<file path="src/rtl/csee_config.svh">
`ifndef CSEE_CONFIG_SVH
`define CSEE_CONFIG_SVH

// Positions evaluated in parallel each step
`define CSEE_LANES 8

// Steps per codeword giving 192 positions in all
`define CSEE_STEPS 24

// Correction limit of the decoder
`define CSEE_T 2

// x^8+x^4+x^3+x^2+1 without the x^8 term
`define GF_POLY_LOW 8'h1d

`endif

</file>
<file path="src/rtl/gf_pkg.sv">
`default_nettype none

`include "csee_config.svh"

package gf_pkg;

    typedef logic [7:0] gf_elem_t;

    // Shift and add with reduction by the field polynomial
    function automatic gf_elem_t gf_mul(input gf_elem_t a, input gf_elem_t b);
        gf_elem_t acc;
        gf_elem_t sh;
        acc = '0;
        sh  = a;
        for (int i = 0; i < 8; i++) begin
            if (b[i]) begin
                acc = acc ^ sh;
            end
            sh = {sh[6:0], 1'b0} ^ (sh[7] ? `GF_POLY_LOW : 8'h00);
        end
        return acc;
    endfunction

    // a^254 maps zero to zero
    function automatic gf_elem_t gf_inv(input gf_elem_t a);
        gf_elem_t sq;
        gf_elem_t acc;
        sq  = a;
        acc = 8'h01;
        for (int i = 1; i < 8; i++) begin
            sq  = gf_mul(sq, sq);
            acc = gf_mul(acc, sq);
        end
        return acc;
    endfunction

    function automatic gf_elem_t gf_alpha_pow(input int unsigned n);
        logic [7:0] e;
        gf_elem_t   base;
        gf_elem_t   acc;
        e    = 8'(n % 255);
        base = 8'h02;
        acc  = 8'h01;
        for (int i = 0; i < 8; i++) begin
            if (e[i]) begin
                acc = gf_mul(acc, base);
            end
            base = gf_mul(base, base);
        end
        return acc;
    endfunction

endpackage

`default_nettype wire

</file>
<file path="src/rtl/csee_pkg.sv">
`default_nettype none

`include "csee_config.svh"

package csee_pkg;

    typedef enum logic [1:0] {
        IDLE,
        SEARCH,
        REPORT
    } csee_state_e;

    typedef struct packed {
        gf_pkg::gf_elem_t lambda0;
        gf_pkg::gf_elem_t lambda1;
        gf_pkg::gf_elem_t lambda2;
        gf_pkg::gf_elem_t omega0;
        gf_pkg::gf_elem_t omega1;
    } csee_poly_t;

    // Lane 0 sits in the low bits of flags and values
    typedef struct packed {
        logic                                     valid;
        logic [`CSEE_LANES-1:0]                   flags;
        gf_pkg::gf_elem_t [`CSEE_LANES-1:0]       values;
    } csee_step_t;

    typedef struct packed {
        logic       done;
        logic       fail;
        logic [7:0] count;
    } csee_result_t;

endpackage

`default_nettype wire

</file>
<file path="src/rtl/csee_root_regs.sv">
`timescale 1ns/1ps
`default_nettype none

`include "csee_config.svh"

module csee_root_regs (
    input  logic                  clk,
    input  logic                  rstn,
    input  logic                  load,
    input  logic                  advance,
    input  csee_pkg::csee_poly_t  poly_in,
    output csee_pkg::csee_poly_t  poly_cur
);
    import gf_pkg::*;
    import csee_pkg::*;

    // One step moves every lane on by LANES positions
    localparam gf_elem_t ALPHA_STEP  = gf_alpha_pow(`CSEE_LANES);
    localparam gf_elem_t ALPHA_STEP2 = gf_alpha_pow(2 * `CSEE_LANES);

    csee_poly_t poly_q;

    always_ff @(posedge clk or negedge rstn) begin
        if (!rstn) begin
            poly_q <= '0;
        end else if (load) begin
            poly_q <= poly_in;
        end else if (advance) begin
            poly_q.lambda1 <= gf_mul(poly_q.lambda1, ALPHA_STEP);
            poly_q.lambda2 <= gf_mul(poly_q.lambda2, ALPHA_STEP2);
            poly_q.omega1  <= gf_mul(poly_q.omega1, ALPHA_STEP);
        end
    end

    assign poly_cur = poly_q;

endmodule

`default_nettype wire

</file>
<file path="config.mk">
export PLATFORM = sky130hd
export DESIGN_NAME = csee_root_regs
export DESIGN_NICKNAME = d
export VERILOG_FILES = /design/src/rtl/gf_pkg.sv /design/src/rtl/csee_pkg.sv /design/src/rtl/csee_root_regs.sv
export VERILOG_INCLUDE_DIRS = /design/src /design/src/rtl
export SDC_FILE = /design/constraint.sdc
export NUM_CORES = 1
export LEC_CHECK = 0
export BUFFER_PORTS_ARGS = -buffer_cell sky130_fd_sc_hd__buf_2
export CAP_MARGIN = 15
export CORE_MARGIN = 5
export CORE_UTILIZATION = 53
export DETAILED_ROUTE_END_ITERATION = 16
export MAX_ROUTING_LAYER = met4
export PLACE_DENSITY = 0.93
export SYNTH_ARGS = -nofsm -noshare
export SYNTH_HDL_FRONTEND = slang
export SYNTH_SLANG_ARGS = --single-unit
</file>
<file path="constraint.sdc">
create_clock -name clk -period 3 [get_ports clk]
set_input_delay 0.15 -clock clk [delete_from_list [all_inputs] [get_ports clk]]
set_output_delay 0.15 -clock clk [all_outputs]
set_load 0.005 [all_outputs]
</file>
==> run summary, run 1 <==
Summing the areas of all compound-gate instances in the mapped netlist gives under 10% of the synthesized area. The worst endpoint data arrival time came out at between 1500 and 2000 ps. Setup violations remaining at the end of the flow were counted as 0.

The worst register-to-register path begins at poly_cur[22]$_DFFE_PN0P_. The final number of max-transition violations was 0. The maximum vdd drop came out at roughly 0.58 mV.

In this run, the combinational gates consume 53.5% of the power. For the final database, setup skew stands at between 5 and 6 ps. The worst setup path is launched from a flop. The number of warnings reported in the yosys synthesis log came out at 0. The count of maximum capacitance violations is 0. The post-synthesis async set-or-reset flop share is 100.0%. The dominant combinational cell family by area after synthesis is XOR/XNOR gates. The number of antenna violations at the first check in global routing came to 0.

After detailed routing, no signal wire sits above met4. The final design utilization came out at roughly two thirds. The power density relative to cell area came out at roughly 1100 mW/mm^2. Of the total synthesized cell area, the portion taken by full adders, half adders and majority gates is 0%. The share of the clock period used by the worst path after layout is 51.01%. For this design the static power due to leakage is approximately 0.0014 uW. Detailed placement ended at an HPWL of around 3500 um. The final reports fail on negative hold slack. The number of vias per cell is between 4 and 5. Walking the worst path, the cells encountered are xnor2_2 -> xnor3_1 -> mux2i_1 -> o21ai_1. The H-tree was split into 2 levels. The number of buffers inserted by post-CTS setup repair came out at 0. The kind of end point of the critical path is a flop. The vias after detailed routing is 1,616. The post-route minimum period came out at between 1500 and 2000 ps.

The critical path required time is about 3100 ps. Cell internal power was estimated by the tool at slightly above 2000 uW. Setup repair after global routing left no endpoint under its margin. The die outline area is around 0.0057 mm^2.

For this design, the CTS-stage hold fixing added 0 buffers. The sequential share of power came out at about a third. The share of the synthesized area in the top cell type is a little over two fifths. The final setup TNS came out at 0 ps.

The repair_antennas step left the layout with diodes totalling 0. The largest net degree at the start of global routing came out at between 50 and 60. The overall routed net length is 4722 um. The effective utilization at floorplan came out at 53.76%. The global-route usage over all layers came out at 17.61%.

The number of enable flip-flop cells after synthesis is 0. By area the synthesized netlist is led by sky130_fd_sc_hd__dfrtp_1 (44%), sky130_fd_sc_hd__mux2_2 (9.8%), sky130_fd_sc_hd__xnor2_1 (8.8%). The transition at the pin with the smallest max-transition slack is approximately 970 ps. The largest stage delay on the critical path came out at 480 ps.

The vertical extent of the die came out at between 70 and 80 um. The global placement routability congestion came out at slightly below 0.8. The fraction of final layout cells with drive strength greater than 1 came out at a little over two fifths. The number of CTS-inserted buffers came out at 5.

The flip-flop count of the largest register, all copies and words added is 40. In the synthesized netlist the dominant register cell turns out to be sky130_fd_sc_hd__dfrtp_1. The area added between synthesis and finish is 23.53%. In the final design database the tool counted 316 nets.

The distinct cell type count of the synthesized netlist is 25. No sink is reached through more buffers than the 2 on the longest clock path. In this run the horizontal extent of the chip is between 70 and 80 um. The proportion of synthesized area in mux cells is 14.19%. The CTS clock-pin slew for the worst setup and hold paths is approximately 80 ps. The leftover overflow at the end of global routing came out at 0.

The floorplan has 24 rows. The number of global-route vias before repair came out at between 1,500 and 2,000. The area of all placed cells without fillers came out at between 0.002 and 0.003 mm^2. The highest fanout seen on the critical path is 5. Summing all placed instances gives a cell area of around 0.0027 mm^2. The total met3 wirelength after detailed routing came out at roughly 300 um. The post-synthesis instance area is roughly 0.0023 mm^2. The placeable core region is roughly 0.0043 mm^2. The worst-skew pair later-pin latency is between 200 and 300 ps.

The initial detailed-routing violation count came out at 63. The first detailed-routing pass took 4 iterations. The number of DRC violations after detailed routing came out at 0.

The cell count after synthesis came out at between 150 and 200. The clock tree from TritonCTS is yes. The flow ran to the end, but the final reports show violations. The share of the synthesized netlist area taken by xor and xnor gates came out at roughly 27%.

The net switching share of the total power came out at 34.11%. The number of endpoints with negative hold slack in the final report is 40. Headroom to the max-slew limit came out at between 30% and 40%.

sky130_fd_sc_hd__dfrtp_1 takes more of the synthesized area than any other cell. The wire length of the first global-routing pass came out at between 7000 and 8000 um. The minimum hold slack came out at -19.43 ps. Sequential elements use roughly 44% of the synthesized area. After clock tree synthesis, the repair step resized 0 gates. The number of clock sinks came out at 40.

On the critical path, the stage with the largest delay is an instance of sky130_fd_sc_hd__dfrtp_1. The per-cell routed wire length is ~15 um. The count of boundary I/O pins is 84. The met1 routed wirelength after detailed routing is ~2000 um.

The register bit count reported by yosys came out at 40. The switching power total is 1056 uW. The fmax is ~0.65 GHz. The tree is rooted in a sky130_fd_sc_hd__clkbuf_8.

The post-synthesis area per instance is between 10 and 15 um^2. The worst setup path startpoint is poly_cur[22]$_DFFE_PN0P_. The count of port buffers added during placement is 83. The number of antenna-violating nets in the routed design is 0. The number of nets produced by synthesis came out at between 200 and 250. The category of the most critical setup path is reg2reg.

The routed length on met2 is 2380 um. The min-delay analysis places its worst path in the category in2async. After Yosys synthesis, and, or, nand and nor cells account for ~6.6% of the synthesized area.

The relative contribution of the clock network to total power came out at between 10 and 15%.
## through the flow
step / setup WS (ps) / std cells / hold slack [ps] / total power (uW)
2_1_floorplan: 1594 / 194 / -145.6 / 2300
3_3_place_gp: 1489 / 317 / 320.0 / 2620
3_5_place_dp: 1474 / 317 / 331.6 / 2684
4_1_cts: 1478 / 325 / 11.27 / 3139
5_1_grt: 1408 / 325 / 61.10 / 3329
6_report: 1470 / 325 / -19.43 / 3094
## path summary, 6_finish.rpt
check / end / cells past startpoint / slack, ps
min reg2reg: poly_cur[11]$_DFFE_PN0P_ / 1 / 510
max in group asynchronous: poly_cur[14]$_DFFE_PN0P_ / 1 / 2470
max reg2reg: poly_cur[19]$_DFFE_PN0P_ / 4 / 1470
min in group clk: poly_cur[4]$_DFFE_PN0P_ / 3 / 70
min: poly_cur[9]$_DFFE_PN0P_ / 1 / -20
max: poly_cur[19]$_DFFE_PN0P_ / 4 / 1470
## Yosys cell counts (2+ instances only)
cell type and count:
sky130_fd_sc_hd__buf_2 5, sky130_fd_sc_hd__xor2_1 13, sky130_fd_sc_hd__clkbuf_1 7, sky130_fd_sc_hd__xnor3_1 2
sky130_fd_sc_hd__nor2b_1 3, sky130_fd_sc_hd__o21ai_1 2, sky130_fd_sc_hd__o21ai_0 15, sky130_fd_sc_hd__a21oi_1 4
sky130_fd_sc_hd__nor2_1 2, sky130_fd_sc_hd__xor3_1 7, sky130_fd_sc_hd__dfrtp_1 40, sky130_fd_sc_hd__mux2i_1 10
sky130_fd_sc_hd__nand2_1 29, sky130_fd_sc_hd__mux2_2 20, sky130_fd_sc_hd__xor3_4 3, sky130_fd_sc_hd__xnor2_1 23
## power groups by stage
stage | Clock, uW | Sequential, uW | Combinational (uW)
2_1_floorplan | 0 | 956 | 1340
3_3_place_gp | 0 | 1000 | 1620
3_5_place_dp | 0 | 1020 | 1670
4_1_cts | 447 | 1010 | 1680
5_1_grt | 469 | 1040 | 1820
6_report | 428 | 1010 | 1660
## layout by cell type (no fill, tap or decap), drive strengths merged, types with 6 or more instances in the layout
master  Yosys  final
mux2i      10     10
nand2      29     29
mux2       20     20
xnor2      24     24
xor3       10     10
clkbuf      8      6
o21ai      17     17
xor2       13     13
dfrtp      40     40
buf         5     84
## worst max-delay path: cells and delay by family (launching register included)
family	cells	cell delay [ps]
xor+xnor	2	700
flops	1	480
mux	1	140
compound gates	1	70
## per-layer routing
layer	GRT usage, %	vias up
met4	4.272	0
met2	28.99	46
met3	4.090	5
met1	21.94	768
li1	-	797
met5	-	-
## cell families (layout without fill, tap and decap cells)
family | count (synthesis) | count (layout)
XOR/XNOR | 49 | 49
flip-flops | 40 | 40
AND/OR/NAND/NOR | 37 | 37
multiplexers | 30 | 30
AO/OA/AOI/OAI | 24 | 24
buffers and inverters | 14 | 93
## cell type report
cell class                 instances  area [um^2]
inverter                           1        3.754
clock inverter                     2        35.03
timing repair buffer              84        422.9
tap                               52        65.06
fill                             332         1433
multi-input combinational        140         1231
clock buffer                       6        72.57
sequential                        40         1001
Power figures use the tool's default switching activity.
==> run 2: changes to the inputs <==
- ABC_AREA: unset -> 1
- CORE_UTILIZATION: 53 -> 47
- PLACE_DENSITY: 0.93 -> 0.85
- clock period: 3 -> 1.36 ns (I/O delays scaled with it)
==> run summary, run 2 <==
The sequential-to-total area share from yosys stat came out at a little under two fifths. The count of boundary I/O pins is 84. By startpoint and endpoint, the worst setup path is classified as reg2reg. The worst hold-check path type is in2reg. The wire length of the first global-routing pass came out at 12,830 um.

The net switching share of the total power came out at a little under half. In this run, synthesis inferred 0 flip-flops with an integrated enable. The post-synthesis instance total came out at a little under 400. The overall routed net length is approximately 8800 um.

The sequential share of power is ~27%. TritonCTS built the clock tree. The worst setup path is captured at a flop.

In this run the worst setup path terminates at poly_cur[30]$_DFFE_PN0P_. At the worst endpoint, the arrival time is between 1500 and 2000 ps. The share of the clock period used by the worst path after layout is 99.86%. The minimum hold slack is 8.131 ps. In this run the tool buffered the top-level ports with 83 buffer cells. The number of antenna violations at the first check in global routing came out at 0. The flow ran to the end, and the final reports show no timing, DRC or antenna violations. The library cells used most frequently in the layout, excluding fill and tap cells, are sky130_fd_sc_hd__nand2_1 (153), sky130_fd_sc_hd__buf_2 (83), sky130_fd_sc_hd__nand2_2 (39). The post-layout net count is between 500 and 600.

Global routing used between 20% and 30% of the available tracks across all layers. The largest net degree at the start of global routing came out at 25. STA puts the critical path data required time at around 1500 ps. Averaged over all synthesized cells, the footprint is around 6.9 um^2.

The flip-flop count of the largest register, all copies and words added is 40. For this run, the leading register cell type out of synthesis is sky130_fd_sc_hd__dfrtp_1. The final number of max-transition violations is 0.

The effective utilization at floorplan is about half. The library cell used most frequently in the layout, excluding fill and tap cells, is sky130_fd_sc_hd__nand2_1. The per-cell routed wire length is between 10 and 15 um.

The worst-skew pair later-pin latency came out at 300 ps. In the synthesized netlist, the cells that appear most often are sky130_fd_sc_hd__nand2_1 (190), sky130_fd_sc_hd__dfrtp_1 (40), sky130_fd_sc_hd__inv_1 (38). Setup violations remaining at the end of the flow were counted as 0.

The die outline area came out at between 0.007 and 0.008 mm^2. The reg2reg setup slack is 2 ps. The x dimension of the die came out at ~86 um.

The share of the synthesized area in the top cell type came out at between 30% and 40%. Counting every net in the synthesized netlist gives between 400 and 500. The number of warnings reported in the yosys synthesis log is 0.

The clock period could shrink to between 1000 and 1500 ps. The final design utilization came out at 71.18%. The H-tree depth is 2. The maximum vdd drop came out at 0.9179 mV. The half-perimeter wire length after placement came out at ~5600 um. The transition at the pin with the smallest max-transition slack came out at 437.8 ps. The distinct cell type count of the synthesized netlist came out at 22. Yosys instantiated no cell more often than sky130_fd_sc_hd__nand2_1. The post-route netlist has between 30% and 40% of its cells at a drive strength greater than 1.

The number of DRC violations after detailed routing is 0. The vias after detailed routing is a little over 3,000. Row generation in the floorplan step produced 27 rows. Buffers inserted during clock tree synthesis total 5. After synthesis the cells add up to between 0.002 and 0.003 mm^2. The register bit count reported by yosys came out at 40.

The detail route stage leaves a number of antenna-violating nets equal to 0. The floorplan step defined a core boundary enclosing 0.005540 mm^2. The tree is rooted in a sky130_fd_sc_hd__clkbuf_8. The number of global-route vias before repair was about 2,900. The vertical extent of the die came out at 85.76 um. The number of clock sinks is 40. The number of antenna diodes in the final layout is 0. STA classifies the critical path startpoint as a flop.

The CTS clock-pin slew for the worst setup and hold paths came out at about 80 ps. The switching power total is about 3300 uW. The highest fanout seen on the critical path is 4.

The static power due to leakage came out at ~0.0022 uW. Setup repair after global routing could not meet its margin everywhere. The area added between synthesis and finish is 46.20%. Cell internal power was estimated by the tool at around 4000 uW. The worst-case reg-to-reg path depth is 5. The most critical setup path has its startpoint at poly_cur[26]$_DFFE_PN0P_. Per report_power, the combinational group accounts for around three fifths of the total. After the first detailed-routing iteration, the DRC count stood at approximately 280. Sorting the synthesized cells by area gives the leading types as sky130_fd_sc_hd__dfrtp_1 (37%), sky130_fd_sc_hd__nand2_1 (26%), sky130_fd_sc_hd__nand3_1 (5.6%). The number of endpoints with negative hold slack in the final report came out at 0. The worst-case clock buffer depth came out at 2.

Static timing analysis puts the maximum clock frequency at roughly 0.74 GHz. The terminus of the critical flop-to-flop path is poly_cur[30]$_DFFE_PN0P_. Per report_power, the clock group accounts for 14.3% of the total. sky130_fd_sc_hd__dfrtp_1 takes more of the synthesized area than any other cell. The power density relative to cell area came out at 1848 mW/mm^2. The congestion estimate from routability-driven global placement came to just under 1.

The post-synthesis async set-or-reset flop share is 100.0%. The startpoint identified for the worst register-to-register timing path is poly_cur[26]$_DFFE_PN0P_. The worst-case clock skew came out at 4.690 ps.

Across the run, the number of max-cap violations was 0. The leftover overflow at the end of global routing is 0. The first TritonRoute pass finished after 6 iterations. The number of vias per cell came out at ~5.2.

The worst-case headroom to the max-slew limit is between 70 and 80%.
[run 2: changes by cell type in the layout (fill, tap and decap cells not counted), sizes merged, moves of 5 or more]
cell | before | now
inv | 1 | 42
xnor2 | 24 | 11
dlygate4sd3 | 0 | 24
o21ai | 17 | 7
nand3 | 1 | 30
mux2i | 10 | 0
xor3 | 10 | 0
mux2 | 20 | 0
nor2 | 2 | 10
a22oi | 1 | 18
o221ai | 0 | 5
buf | 84 | 110
nand2 | 29 | 196
[run 2: final cells by class]
cell class | count | area [um^2]
inverter | 42 | 162.7
timing repair buffer | 135 | 894.6
tap | 72 | 90.09
clock buffer | 6 | 82.58
multi-input combinational | 292 | 1657
clock inverter | 2 | 38.79
sequential | 40 | 1018
fill | 429 | 1597
[run 2: cells by family (layout without fill, tap and decap cells)]
family                 after synthesis  count (layout)  share of synthesized area (%)
buffers and inverters               59             185                          10.02
XOR/XNOR                            24              24                          8.905
AND/OR/NAND/NOR                    236             236                          35.58
AO/OA/AOI/OAI                       32              32                          8.395
flip-flops                          40              40                          37.11
[run 2: power by group through the flow]
stage               Combinational (uW)  Sequential [uW]  Clock [uW]
floorplan                         2520             1720           0
global placement                  3100             1870           0
detailed placement                3220             1880           0
CTS                               3310             1880        1070
global route                      4720             2020        1120
finish                            4270             1970        1050
[run 2: worst min path at each step]
| stage | from | endpoint | slack, ps | depth (start not counted) |
|---|---|---|---|---|
| global placement | rstn | poly_cur[11]$_DFFE_PN0P_ | 20 | 1 |
| finish | poly_in[27] | poly_cur[27]$_DFFE_PN0P_ | 8 | 3 |
| detailed placement | rstn | poly_cur[33]$_DFFE_PN0P_ | 10 | 1 |
| CTS | poly_in[27] | poly_cur[27]$_DFFE_PN0P_ | 3 | 3 |
| floorplan | rstn | poly_cur[0]$_DFFE_PN0P_ | -230 | 0 |
| global route | poly_in[27] | poly_cur[27]$_DFFE_PN0P_ | 10 | 3 |
[run 2: routing by layer]
| layer | wire, um | GRT usage, % |
|---|---|---|
| met5 | 0 | - |
| met4 | 114 | 6.619 |
| met3 | 702 | 4.611 |
| met2 | 4461 | 37.01 |
| met1 | 3478 | 27.32 |
[run 2: critical path, stage by stage, from the launching register on]
cell and delay, ps:
sky130_fd_sc_hd__dfrtp_1 460, sky130_fd_sc_hd__xnor2_2 240, sky130_fd_sc_hd__xor2_1 260, sky130_fd_sc_hd__o21ai_0 130, sky130_fd_sc_hd__nand3_1 90, sky130_fd_sc_hd__nand2_1 60
[run 2: metrics by stage]
step	std cells	instance area [um^2]	setup TNS (ps)	setup WS [ps]	power, uW
finish	589	3944	0	1.920	7289
global placement	541	3193	-77.19	-50.03	4967
floorplan	391	2698	0	65.86	4243
global route	589	3944	-526.1	-64.97	7857
detailed placement	541	3193	-256.5	-78.77	5109
CTS	573	3568	-1.660	-1.660	6259
[run 2: timing repair]
action | 4_1_cts | 5_1_grt
gates resized for setup | 6 | 81
pin swaps | 2 | 18
endpoints found under the setup margin | 9 | 16
hold buffers | 24 | 0
buffers inserted | 0 | 16
endpoints found under the hold margin | 39 | 0
cloned | 0 | 0
==> run 3: changes to the inputs <==
- CORE_UTILIZATION: 47 -> 56
- PLACE_DENSITY: 0.85 -> 0.94
- clock period: 1.36 -> 1.7 ns (I/O delays scaled with it)
==> run summary, run 3 (synthesis gave the netlist of run 2 again) <==
For this run, design rule violations remaining after detail routing come to 0. The post-cts gate resize count came out at 0. The flip-flop count of the largest register, all copies and words added is 40. For this design the static power due to leakage is 0.001960 uW. In this run, placement finished with an instance count of about 500. The final number of max-transition violations came out at 0. The run finished with clean final reports. The placeable core region is between 0.004 and 0.005 mm^2. The area added between synthesis and finish came out at 24.26%.

The vertical extent of the die is between 70 and 80 um. The x dimension of the die is between 70 and 80 um. The library cell used most frequently in the layout, excluding fill and tap cells, is sky130_fd_sc_hd__nand2_1. The kind of launch point of the worst setup path is a flop. The number of clock sinks is 40. The worst endpoint data arrival time is roughly 1700 ps. The effective utilization at floorplan is 57.49%. The final setup TNS is 0 ps. The worst-case clock skew came out at 5.331 ps. The finished cells cover 0.003352 mm^2. The CTS clock-pin slew for the worst setup and hold paths is 80 ps. The critical path required time came out at between 1500 and 2000 ps. The per-cell routed wire length is 13.66 um. The fraction of final layout cells with drive strength greater than 1 came out at between 20% and 30%. CTS placed an instance of sky130_fd_sc_hd__clkbuf_8 at the clock tree root. The fmax is 0.6527 GHz. After clock tree synthesis, the flow added hold-fix buffers numbering 14.

Clock latency on the worst-skew pair, taken at its later pin, is about 290 ps. The number of buffers inserted by post-CTS setup repair came out at 0. The worst-case headroom to the max-slew limit is 67.76%. The maximum vdd drop is 0.6290 mV.

The worst setup path is captured at a flop. The count of boundary I/O pins came out at 84. The H-tree was split into 2 levels. After layout, the design draws a total of between 4000 and 5000 uW.

In this run, CTS created clock tree buffers numbering 5. The number of endpoints with negative hold slack in the final report came to 0. The global placement routability congestion came out at 0.9801. The wire length of the first global-routing pass came out at 12,310 um. The leftover overflow at the end of global routing came out at 0. Along the worst path, the maximum fanout reaches 8. The number of global-route vias before repair came out at ~2,700.

The number of antenna violations at the first check in global routing is 0. The count of maximum capacitance violations came out at 0. The share of the clock period used by the worst path after layout is between 90% and 100%. The setup path with the least slack is of type reg2reg. The global-route usage over all layers came out at around a quarter.

The post-route minimum period came out at between 1500 and 2000 ps. In the layout the commonest cells are sky130_fd_sc_hd__nand2_1 (190), sky130_fd_sc_hd__buf_2 (83), sky130_fd_sc_hd__dfrtp_1 (40). TritonCTS built the clock tree.

The vias after detailed routing came out at roughly 2,900. The finished layout holds between 500 and 600 standard cells, fillers aside. The initial detailed-routing violation count came out at about 150. The power density relative to cell area is roughly 1400 mW/mm^2. The antenna diode count came out at 0.

The count of fill cells added during filler insertion came out at 377. The largest net degree at the start of global routing is 31. The half-perimeter wire length after placement is approximately 5200 um. The overall routed net length came out at roughly 7300 um. The site row count came out at 25. Port buffering added 83 buffers. Setup violations remaining at the end of the flow were counted as 0. The path class of the tightest hold or removal check is in2reg.

The number of antenna-violating nets in the routed design came out at 0. The worst-case clock buffer depth is 2. The post-detailed-placement cell area is 0.003123 mm^2. The length of the first detailed-routing pass in iterations came out at 5. The transition at the pin with the smallest max-transition slack is 483.7 ps.

The final design utilization is a little under three quarters. The number of vias per cell came out at between 5 and 6. The die outline area is 0.006305 mm^2. Setup repair after global routing left no endpoint under its margin. The post-layout net count came out at approximately 530.
run 3: cell types whose count changed in the layout (fill, tap and decap cells not counted), moves of 4 or more:
cell                            previous run  this run
sky130_fd_sc_hd__buf_6                     5         0
sky130_fd_sc_hd__inv_2                     8         4
sky130_fd_sc_hd__nand2_4                   4         0
sky130_fd_sc_hd__inv_1                    32        38
sky130_fd_sc_hd__xor2_1                    9        13
sky130_fd_sc_hd__dfrtp_2                  14         0
sky130_fd_sc_hd__dlygate4sd3_1            24        14
sky130_fd_sc_hd__nand2_2                  39         6
sky130_fd_sc_hd__buf_4                    21         2
sky130_fd_sc_hd__dfrtp_1                  26        40
sky130_fd_sc_hd__nand2_1                 153       190
run 3: critical path, stage by stage (launching register included):
cell and delay (ps):
sky130_fd_sc_hd__dfrtp_1 510, sky130_fd_sc_hd__xnor2_1 350, sky130_fd_sc_hd__nand2_1 120, sky130_fd_sc_hd__nand2_1 110, sky130_fd_sc_hd__nand2_1 70, sky130_fd_sc_hd__nand2_1 60, sky130_fd_sc_hd__nand2_1 50, sky130_fd_sc_hd__nand3_1 90
sky130_fd_sc_hd__nand2_1 60
run 3: final cells by class:
type	count	area (um^2)	area share [%]
tap	54	67.56	2.016
multi-input combinational	292	1426	42.55
inverter	42	157.7	4.703
timing repair buffer	101	610.6	18.22
clock buffer	6	72.57	2.165
clock inverter	2	16.27	0.4853
sequential	40	1001	29.86
run 3: routing by layer:
layer	vias to the layer above	wire, um	track usage, %
li1	1402	-	-
met1	1303	3178	32.80
met2	131	3386	40.82
met3	21	589	4.063
met4	0	178	7.388
met5	-	0	-
run 3: where the power goes:
group,total [uW],switching (uW),leakage (uW),internal [uW]
Sequential,1520,374,0.000484,1150
Combinational,2500,1490,0.00143,1010
Clock,627,335,0.0000414,292
run 3: path summary, 6_finish.rpt:
check,start,endpoint,slack [ps],cells past startpoint
worst max-delay path,poly_cur[6]$_DFFE_PN0P_,poly_cur[3]$_DFFE_PN0P_,170,8
worst min-delay path,poly_in[11],poly_cur[11]$_DFFE_PN0P_,10,3
worst max register to register,poly_cur[6]$_DFFE_PN0P_,poly_cur[3]$_DFFE_PN0P_,170,8
worst min register to register,poly_cur[35]$_DFFE_PN0P_,poly_cur[35]$_DFFE_PN0P_,470,2
max in group asynchronous,rstn,poly_cur[1]$_DFFE_PN0P_,940,3
min in group asynchronous,rstn,poly_cur[12]$_DFFE_PN0P_,280,2
run 3: stage by stage:
stage	hold WS [ps]	worst slack, ps
2_1_floorplan	-210.6	405.9
3_3_place_gp	70.29	248.2
3_5_place_dp	70.78	230.8
4_1_cts	1.589	205.3
5_1_grt	5.408	40.35
6_report	11.72	167.9
